**config.mk**
```make
export PLATFORM = sky130hd
export DESIGN_NAME = datapath
export DESIGN_NICKNAME = d
export VERILOG_FILES = /design/src/rtl/isaPkg.sv /design/src/rtl/busSourceIf.sv /design/src/rtl/selectEncode.sv /design/src/rtl/registerFile.sv /design/src/rtl/aluUnit.sv /design/src/rtl/specialRegs.sv /design/src/rtl/busEncoder.sv /design/src/rtl/datapath.sv
export VERILOG_INCLUDE_DIRS = /design/src /design/src/rtl
export SDC_FILE = /design/constraint.sdc
export NUM_CORES = 2
export LEC_CHECK = 0
export BUFFER_PORTS_ARGS = -buffer_cell sky130_fd_sc_hd__buf_2
export CAP_MARGIN = 5
export CORE_MARGIN = 1.5
export CORE_UTILIZATION = 57
export DETAILED_ROUTE_END_ITERATION = 12
export PLACE_DENSITY = 0.77
export SLEW_MARGIN = 20
export SYNTH_ARGS = -nofsm -noshare
export SYNTH_HDL_FRONTEND = slang
export SYNTH_SLANG_ARGS = --single-unit
```
**constraint.sdc**
```tcl
create_clock -name Clock -period 7.33 [get_ports Clock]
set_input_delay 1.466 -clock Clock [delete_from_list [all_inputs] [get_ports Clock]]
set_output_delay 1.466 -clock Clock [all_outputs]
set_load 0.05 [all_outputs]
```
**src/rtl/datapath_macros.svh**
```systemverilog
`ifndef DATAPATH_MACROS_SVH
`define DATAPATH_MACROS_SVH

// ############################################################
// Datapath sizes
// ############################################################

`define WORD_WIDTH 32
`define REG_COUNT  16

// ############################################################
// ALU operation codes as driven on operation
// ############################################################

`define ALU_ADD 5'd3
`define ALU_SUB 5'd4
`define ALU_AND 5'd5
`define ALU_OR  5'd6
`define ALU_SHR 5'd7
`define ALU_SHL 5'd9
`define ALU_NEG 5'd16
`define ALU_NOT 5'd17

`endif

```
**src/rtl/isaPkg.sv**
```systemverilog
`default_nettype none

`include "datapath_macros.svh"

package isaPkg;

        typedef logic [$clog2(`REG_COUNT)-1:0] regIndex;
        typedef logic [18:0]                   constField;

        typedef struct packed {
                logic [4:0]  opcode;
                regIndex     ra;
                regIndex     rb;
                regIndex     rc;
                logic [14:0] rest;
        } regFormat;

        // Immediate instructions such as ldi and addi carry C in the low bits
        typedef struct packed {
                logic [4:0] opcode;
                regIndex    ra;
                regIndex    rb;
                constField  c;
        } immFormat;

        // One IR word seen either as register form or as immediate form
        typedef union packed {
                regFormat regForm;
                immFormat immForm;
        } instrWord;

endpackage

`default_nettype wire

```
**src/rtl/busSourceIf.sv**
```systemverilog
`timescale 1ns/1ps
`default_nettype none

`include "datapath_macros.svh"

interface busSourceIf;

        logic [`REG_COUNT-1:0][`WORD_WIDTH-1:0] regWords;
        logic [`REG_COUNT-1:0]                  rOut;
        logic [`WORD_WIDTH-1:0]                 pcWord;
        logic [`WORD_WIDTH-1:0]                 mdrWord;
        logic [`WORD_WIDTH-1:0]                 zLowWord;
        logic [`WORD_WIDTH-1:0]                 zHighWord;
        logic [`WORD_WIDTH-1:0]                 cWord;
        logic                                   PCout;
        logic                                   MDRout;
        logic                                   Zlowout;
        logic                                   ZHighout;
        logic                                   Cout;
        logic [`WORD_WIDTH-1:0]                 busData;   // The one shared bus

        modport source (output regWords, rOut, pcWord, mdrWord, zLowWord, zHighWord, cWord);
        modport encoder (input regWords, rOut, pcWord, mdrWord, zLowWord, zHighWord, cWord,
                         input PCout, MDRout, Zlowout, ZHighout, Cout,
                         output busData);
        modport sink (input busData);

endinterface

`default_nettype wire

```
**src/rtl/selectEncode.sv**
```systemverilog
`timescale 1ns/1ps
`default_nettype none

`include "datapath_macros.svh"

module selectEncode (
        input  isaPkg::instrWord       ir,
        input  logic                   GRA,
        input  logic                   GRB,
        input  logic                   GRC,
        input  logic                   Rin,
        input  logic                   Rout,
        input  logic                   BAout,
        output logic [`REG_COUNT-1:0]  rIn,
        busSourceIf.source             srcBus
);
        import isaPkg::*;

        localparam int ConstWidth = $bits(constField);

        regIndex               selField;
        logic                  anyGr;
        logic [`REG_COUNT-1:0] selOneHot;

        assign anyGr = GRA | GRB | GRC;

        always_comb begin
                selField = '0;
                if (GRA) begin
                        selField = ir.regForm.ra;
                end else if (GRB) begin
                        selField = ir.regForm.rb;
                end else if (GRC) begin
                        selField = ir.regForm.rc;
                end
        end

        // Decode the chosen field to a one-hot register select
        always_comb begin
                selOneHot = '0;
                selOneHot[selField] = anyGr;
        end

        assign rIn         = selOneHot & {`REG_COUNT{Rin}};
        assign srcBus.rOut = selOneHot & {`REG_COUNT{Rout | BAout}};   // BAout reads base register

        assign srcBus.cWord = {{(`WORD_WIDTH - ConstWidth){ir.immForm.c[ConstWidth-1]}},
                               ir.immForm.c};

        // The control unit names one register field per step
        always_comb begin
                assert ($onehot0({GRA, GRB, GRC}))
                else $error("selectEncode: more than one of GRA GRB GRC high");
        end

endmodule

`default_nettype wire

```
**src/rtl/registerFile.sv**
```systemverilog
`timescale 1ns/1ps
`default_nettype none

`include "datapath_macros.svh"

module registerFile (
        input  logic                  Clock,
        input  logic                  arstN,
        input  logic [`REG_COUNT-1:0] rIn,
        input  logic                  BAout,
        busSourceIf.source            srcBus,
        busSourceIf.sink              sinkBus
);

        logic [`REG_COUNT-1:0][`WORD_WIDTH-1:0] regs;

        // ############################################################
        // General register storage
        // ############################################################

        always_ff @(posedge Clock or negedge arstN) begin
                if (!arstN) begin
                        regs <= '0;
                end else begin
                        for (int i = 0; i < `REG_COUNT; i++) begin
                                if (rIn[i]) begin
                                        regs[i] <= sinkBus.busData;
                                end
                        end
                end
        end

        // ############################################################
        // Words offered to the bus
        // ############################################################

        always_comb begin
                for (int i = 0; i < `REG_COUNT; i++) begin
                        srcBus.regWords[i] = regs[i];
                end
                // Base-plus-constant addressing treats R0 as zero
                if (BAout) begin
                        srcBus.regWords[0] = '0;
                end
        end

endmodule

`default_nettype wire

```
**src/rtl/aluUnit.sv**
```systemverilog
`timescale 1ns/1ps
`default_nettype none

`include "datapath_macros.svh"

module aluUnit (
        input  logic       Clock,
        input  logic       arstN,
        input  logic       Yin,
        input  logic       Zin,
        input  logic       IncPC,
        input  logic [4:0] operation,
        busSourceIf.source srcBus,
        busSourceIf.sink   sinkBus
);

        localparam int ShiftBits = $clog2(`WORD_WIDTH);

        logic [`WORD_WIDTH-1:0]   yReg;
        logic [2*`WORD_WIDTH-1:0] zReg;
        logic [2*`WORD_WIDTH-1:0] aluResult;
        logic [`WORD_WIDTH:0]     sumExt;   // One guard bit for carry or sign
        logic [`WORD_WIDTH-1:0]   busWord;

        assign busWord = sinkBus.busData;

        always_ff @(posedge Clock or negedge arstN) begin
                if (!arstN) begin
                        yReg <= '0;
                end else if (Yin) begin
                        yReg <= busWord;
                end
        end

        // ############################################################
        // Operations with Y as the A operand and the bus as B
        // ############################################################

        always_comb begin
                sumExt    = '0;
                aluResult = '0;
                if (IncPC) begin
                        aluResult[`WORD_WIDTH-1:0] = busWord + 1;   // PC increment path
                end else begin
                        case (operation)
                                `ALU_ADD: begin
                                        sumExt = {yReg[`WORD_WIDTH-1], yReg} +
                                                 {busWord[`WORD_WIDTH-1], busWord};
                                        aluResult = {{(`WORD_WIDTH-1){sumExt[`WORD_WIDTH]}},
                                                     sumExt};
                                end
                                `ALU_SUB: begin
                                        sumExt = {yReg[`WORD_WIDTH-1], yReg} -
                                                 {busWord[`WORD_WIDTH-1], busWord};
                                        aluResult = {{(`WORD_WIDTH-1){sumExt[`WORD_WIDTH]}},
                                                     sumExt};
                                end
                                `ALU_AND: aluResult[`WORD_WIDTH-1:0] = yReg & busWord;
                                `ALU_OR:  aluResult[`WORD_WIDTH-1:0] = yReg | busWord;
                                `ALU_SHR: begin
                                        aluResult[`WORD_WIDTH-1:0] = yReg >> busWord[ShiftBits-1:0];
                                end
                                `ALU_SHL: begin
                                        aluResult[`WORD_WIDTH-1:0] = yReg << busWord[ShiftBits-1:0];
                                end
                                `ALU_NEG: aluResult[`WORD_WIDTH-1:0] = '0 - busWord;
                                `ALU_NOT: aluResult[`WORD_WIDTH-1:0] = ~busWord;
                                default:  aluResult = '0;
                        endcase
                end
        end

        always_ff @(posedge Clock or negedge arstN) begin
                if (!arstN) begin
                        zReg <= '0;
                end else if (Zin) begin
                        zReg <= aluResult;
                end
        end

        assign srcBus.zLowWord  = zReg[`WORD_WIDTH-1:0];
        assign srcBus.zHighWord = zReg[2*`WORD_WIDTH-1:`WORD_WIDTH];

        // A Z load needs a known operation unless it is the PC increment
        zLoadDefined: assert property (@(posedge Clock) disable iff (!arstN)
                Zin |-> (IncPC || operation inside {`ALU_ADD, `ALU_SUB, `ALU_AND, `ALU_OR,
                                                     `ALU_SHR, `ALU_SHL, `ALU_NEG, `ALU_NOT}))
        else $error("aluUnit: Zin with undefined operation %0d", operation);

endmodule

`default_nettype wire

```
**src/rtl/specialRegs.sv**
```systemverilog
`timescale 1ns/1ps
`default_nettype none

`include "datapath_macros.svh"

module specialRegs (
        input  logic                   Clock,
        input  logic                   arstN,
        input  logic                   PCin,
        input  logic                   IRin,
        input  logic                   MARin,
        input  logic                   MDRin,
        input  logic                   Read,
        input  logic [`WORD_WIDTH-1:0] memDataIn,
        output isaPkg::instrWord       ir,
        output logic [`WORD_WIDTH-1:0] marData,
        busSourceIf.source             srcBus,
        busSourceIf.sink               sinkBus
);
        import isaPkg::*;

        logic [`WORD_WIDTH-1:0] pcReg;
        instrWord               irReg;
        logic [`WORD_WIDTH-1:0] marReg;
        logic [`WORD_WIDTH-1:0] mdrReg;

        always_ff @(posedge Clock or negedge arstN) begin
                if (!arstN) begin
                        pcReg  <= '0;
                        irReg  <= '0;
                        marReg <= '0;
                end else begin
                        if (PCin) pcReg <= sinkBus.busData;
                        if (IRin) irReg <= sinkBus.busData;
                        if (MARin) marReg <= sinkBus.busData;
                end
        end

        // Memory read data takes precedence over a bus load
        always_ff @(posedge Clock or negedge arstN) begin
                if (!arstN) begin
                        mdrReg <= '0;
                end else if (Read) begin
                        mdrReg <= memDataIn;
                end else if (MDRin) begin
                        mdrReg <= sinkBus.busData;
                end
        end

        assign ir             = irReg;
        assign marData        = marReg;
        assign srcBus.pcWord  = pcReg;
        assign srcBus.mdrWord = mdrReg;

        mdrSingleSource: assert property (@(posedge Clock) disable iff (!arstN)
                !(Read && MDRin))
        else $error("specialRegs: Read and MDRin high in the same step");

endmodule

`default_nettype wire

```
**src/rtl/busEncoder.sv**
```systemverilog
`timescale 1ns/1ps
`default_nettype none

`include "datapath_macros.svh"

module busEncoder (
        busSourceIf.encoder encBus
);

        // ############################################################
        // Priority select of the bus driver
        // ############################################################

        // Written lowest priority first so the later match wins
        always_comb begin
                encBus.busData = '0;   // Idle bus reads zero
                if (encBus.Cout) begin
                        encBus.busData = encBus.cWord;
                end
                if (encBus.MDRout) begin
                        encBus.busData = encBus.mdrWord;
                end
                if (encBus.ZHighout) begin
                        encBus.busData = encBus.zHighWord;
                end
                if (encBus.Zlowout) begin
                        encBus.busData = encBus.zLowWord;
                end
                if (encBus.PCout) begin
                        encBus.busData = encBus.pcWord;
                end
                for (int i = `REG_COUNT - 1; i >= 0; i--) begin
                        if (encBus.rOut[i]) begin
                                encBus.busData = encBus.regWords[i];
                        end
                end
        end

        // Only one block may drive the bus in a control step
        always_comb begin
                assert ($onehot0({encBus.rOut, encBus.PCout, encBus.Zlowout, encBus.ZHighout,
                                  encBus.MDRout, encBus.Cout}))
                else $error("busEncoder: more than one out-strobe high");
        end

endmodule

`default_nettype wire

```
**src/rtl/datapath.sv**
```systemverilog
`timescale 1ns/1ps
`default_nettype none

`include "datapath_macros.svh"

module datapath (
        input  logic                   Clock,
        input  logic                   arstN,
        input  logic                   PCout,
        input  logic                   Zlowout,
        input  logic                   ZHighout,
        input  logic                   MDRout,
        input  logic                   Cout,
        input  logic                   MARin,
        input  logic                   Zin,
        input  logic                   PCin,
        input  logic                   MDRin,
        input  logic                   IRin,
        input  logic                   Yin,
        input  logic                   IncPC,
        input  logic                   Read,
        input  logic                   GRA,
        input  logic                   GRB,
        input  logic                   GRC,
        input  logic                   Rin,
        input  logic                   Rout,
        input  logic                   BAout,
        input  logic [4:0]             operation,
        input  logic [`WORD_WIDTH-1:0] memDataIn,
        output logic [`WORD_WIDTH-1:0] busData,
        output logic [`WORD_WIDTH-1:0] marData
);
        import isaPkg::*;

        instrWord              irWord;
        logic [`REG_COUNT-1:0] rIn;

        busSourceIf busIf ();

        // Out-strobes of the fixed sources go straight to the encoder
        assign busIf.PCout    = PCout;
        assign busIf.Zlowout  = Zlowout;
        assign busIf.ZHighout = ZHighout;
        assign busIf.MDRout   = MDRout;
        assign busIf.Cout     = Cout;
        assign busData        = busIf.busData;

        selectEncode selectEncode_inst (
                .ir(irWord), .GRA(GRA), .GRB(GRB), .GRC(GRC), .Rin(Rin), .Rout(Rout),
                .BAout(BAout), .rIn(rIn), .srcBus(busIf)
        );

        registerFile registerFile_inst (
                .Clock(Clock), .arstN(arstN), .rIn(rIn), .BAout(BAout),
                .srcBus(busIf), .sinkBus(busIf)
        );

        aluUnit aluUnit_inst (
                .Clock(Clock), .arstN(arstN), .Yin(Yin), .Zin(Zin), .IncPC(IncPC),
                .operation(operation), .srcBus(busIf), .sinkBus(busIf)
        );

        specialRegs specialRegs_inst (
                .Clock(Clock), .arstN(arstN), .PCin(PCin), .IRin(IRin), .MARin(MARin),
                .MDRin(MDRin), .Read(Read), .memDataIn(memDataIn), .ir(irWord),
                .marData(marData), .srcBus(busIf), .sinkBus(busIf)
        );

        busEncoder busEncoder_inst (
                .encBus(busIf)
        );

endmodule

`default_nettype wire

```
==> impl_metrics.yaml <==
clocking:
  cts-root-buf: "clkbuf_16"
  cts_hold_buf: 0
  clkTransAtPathRegs_ps: 60
  insertion_delay_ps: 690
  htree_levels: 3
  clock_path_buffers: 3
  numCtsBuffers: 77
  cts_tree: "built"
  cts_sinks: 700
sta:
  finalHoldViolations: 0
  rsz0062_at_grt: "no"
  tightest_slew_ps: 1262
  drv_slew: 0
  maxSlewHeadroom: 0.1555
  clock.fmax_mhz: 143.6
  post-route-min-period_ps: 6966
  setup_viol: 0
  fin_crit_sh: 0.9503
  fin_skew_ps: 82.00
  finalSetupTns_ps: 0
routing:
  routed_wl_um: 178700
  viasPerCell: 6.798
  drt-pass1-iter-count: 8
  drt_iter0_drc: 6238
  wl_per_cell_um: 28.86
  drtAntennaViolNets: 0
  drt_drc_violations_left: 0
  vias: 42103
die:
  die_height_um: 272.1
  core_um2: 71610
  initial_core_util: 0.5763
  die-area_um2: 74020
  rows: 98
  die_x_um: 272.1
  io_pins: 122
worst_setup_path:
  path_class: "in2reg"
  critPathMaxFanout: 14
  arrival_ps: 7520
  startpoint_type: "input pin"
  crit_family: "compound AO/OA/AOI/OAI gates"
  crit_required_ps: 7890
  cp_slowest_cell: "a221oi_1"
  cp-end-kind: "flop"
  cp_num_buf_inv: 4
  cpPeakStageDelay_ps: 510
  r2r_setup_slack_ps: 1000
final_layout:
  nFillCells: 5764
  area_delta_synth_final_pct: 18.89
  final_util: 0.6852
  layout.nets: 5321
  final_cell_area_um2: 49060
  final_cells: 6193
  drive_gt1_frac: 0.2007
global_route:
  grt_overflow_total: 0
  grt_pass1_vias: 40297
  grt_max_degree: 155
  gr-usage-met1: 0.6522
  grt_antenna_before_repair: 9
  use_met3: 0.1239
  grt_use_met2: 0.7036
  grt_pass1_wl_um: 262400
  track_usage: 0.4771
  grt_busiest_layer: "met2"
logic_synthesis:
  synth_area_per_cell_um2: 8.557
  ys_seq_area_frac: 0.4245
  synth_area_um2: 41270
  synth_async_sr_flop_share: 1.000
  synth.distinct_cells: 113
  synth_edf_count: 0
  ys_ff_latch: 700
  syn_inst: 4823
  syn_nets: 4961
  ys_warn_count: 0
  synthFlopType: "dfrtp_1"
hold_path:
  hold_path_class: "reg2reg"
job:
  cap_viol_max_count: 0
placed_design:
  placed_cell_area_um2: 46360
  dp_cells: 6054
  dp_hpwl_um: 129000
  gp_congestion: 1.059
  portBuffers: 121
outcome:
  status: "finished clean"
[worst reg2reg max path, stage by stage (launching register included)]
cell and delay [ps]:
dfrtp_1 420, a21o_1 280, a211o_1 320, buf_12 160
buf_4 160, nor4_4 490, buf_4 360, nor2_2 70
buf_4 190, nand3_1 110, o221ai_1 230, a21o_1 250
ha_1 310, inv_1 80, nor3b_1 250, buf_4 150
o21ai_0 130, buf_4 180, a31oi_1 320, a41oi_1 210
a21oi_1 350, a31oi_1 200, o31ai_1 360, xnor2_1 160
o22ai_1 90, nor4_1 280, nor3_1 90
[per-layer routing]
| metal | up-vias | part of all wire |
|---|---|---|
| li1 | 18102 | - |
| met1 | 20461 | 0.39 |
| met2 | 2941 | 0.42 |
| met3 | 595 | 0.13 |
| met4 | 4 | 0.059 |
| met5 | - | 0.00015 |
[cell usage in the layout, fill, tap and decap left out, types with 31 or more instances in the layout]
master / count
nand2_1: 792
o21ai_0: 738
dfrtp_1: 700
buf_4: 569
nor2_1: 290
a21oi_1: 285
mux2i_1: 126
buf_2: 120
inv_1: 92
xnor2_1: 86
nor3_1: 84
ha_1: 78
clkbuf_16: 77
a211oi_1: 70
mux2_2: 70
nand3_1: 63
o22ai_1: 63
a221oi_1: 61
o211ai_1: 59
a22oi_1: 56
o221ai_1: 33
buf_12: 32
a31oi_1: 31
[flip-flops by register name, indices dropped and copies added, names as in the netlist]
| signal | count |
|---|---|
| specialRegs_inst.marData | 32 |
| aluUnit_inst.zReg | 33 |
| specialRegs_inst.srcBus.pcWord | 32 |
| aluUnit_inst.yReg | 32 |
| specialRegs_inst.srcBus.mdrWord | 32 |
| specialRegs_inst.ir | 27 |
| registerFile_inst.srcBus.regWords | 480 |
| registerFile_inst.regs | 32 |
[final timing paths]
path                                                                    startpoint                                            endpoint  cells after the start
worst max-delay path                                                           GRB                   aluUnit_inst.zReg[30]$_DFFE_PN0P_                     27
worst min-delay path            registerFile_inst.srcBus.regWords[287]$_DFFE_PN0P_  registerFile_inst.srcBus.regWords[287]$_DFFE_PN0P_                      2
worst max register to register                 specialRegs_inst.ir[20]$_DFFE_PN0P_                   aluUnit_inst.zReg[30]$_DFFE_PN0P_                     26
worst min register to register  registerFile_inst.srcBus.regWords[287]$_DFFE_PN0P_  registerFile_inst.srcBus.regWords[287]$_DFFE_PN0P_                      2
max in group asynchronous                                                    arstN  registerFile_inst.srcBus.regWords[463]$_DFFE_PN0P_                      2
min in group asynchronous                                                    arstN  registerFile_inst.srcBus.regWords[194]$_DFFE_PN0P_                      1
[kinds of logic after synthesis]
| family | count (synthesis) | share of synthesized area |
|---|---|---|
| compound gates | 1695 | 0.2560 |
| xor+xnor | 93 | 0.01974 |
| fa+ha+maj | 80 | 0.02444 |
| buf+inv | 548 | 0.05630 |
| flops | 700 | 0.4245 |
| mux | 206 | 0.05366 |
| simple gates | 1501 | 0.1654 |
[final cells by class]
class                   count  area [um^2]  share of cell area
multi-input cells        3575        21750              0.4432
repair buffers            722         5528              0.1127
well taps                 950         1189             0.02423
flip-flops and latches    700        17520              0.3570
clock inverters            26        430.4            0.008772
diodes                      2        5.005           0.0001020
clock buffers             111         2245             0.04575
inverters                 107        404.1            0.008237
[metrics by stage]
| step | hold slack, ps | setup slack [ps] |
|---|---|---|
| floorplan | 441.3 | 6.216 |
| global placement | 453.4 | -95.55 |
| detailed placement | 464.9 | -180.0 |
| CTS | 477.6 | 464.1 |
| global route | 495.0 | 55.52 |
| finish | 474.5 | 364.0 |
[synth_stat cells (59+ instances only)]
cell | instances | area (um^2)
nor3_1 | 87 | 435.4
dfrtp_1 | 700 | 17520
nand3_1 | 67 | 335.3
a211oi_1 | 71 | 533.0
o22ai_1 | 63 | 394.1
mux2i_1 | 126 | 1261
nand2_1 | 804 | 3018
o211ai_1 | 59 | 442.9
clkbuf_1 | 312 | 1171
xnor2_1 | 86 | 753.2
inv_1 | 93 | 349.1
mux2_2 | 70 | 788.3
nor2_1 | 291 | 1092
a21oi_1 | 289 | 1446
ha_1 | 79 | 988.5
buf_2 | 70 | 350.3
o21ai_0 | 739 | 3699
a221oi_1 | 62 | 543.0
[what timing repair did]
action / in CTS / in global routing
gates resized for setup: 0 / 1
setup buffers: 0 / 0
setup endpoints to repair: 0 / 1
Power is left out: the tool's default activity adds up to more than one toggle a clock period on the data nets, which glitch-free logic cannot reach.
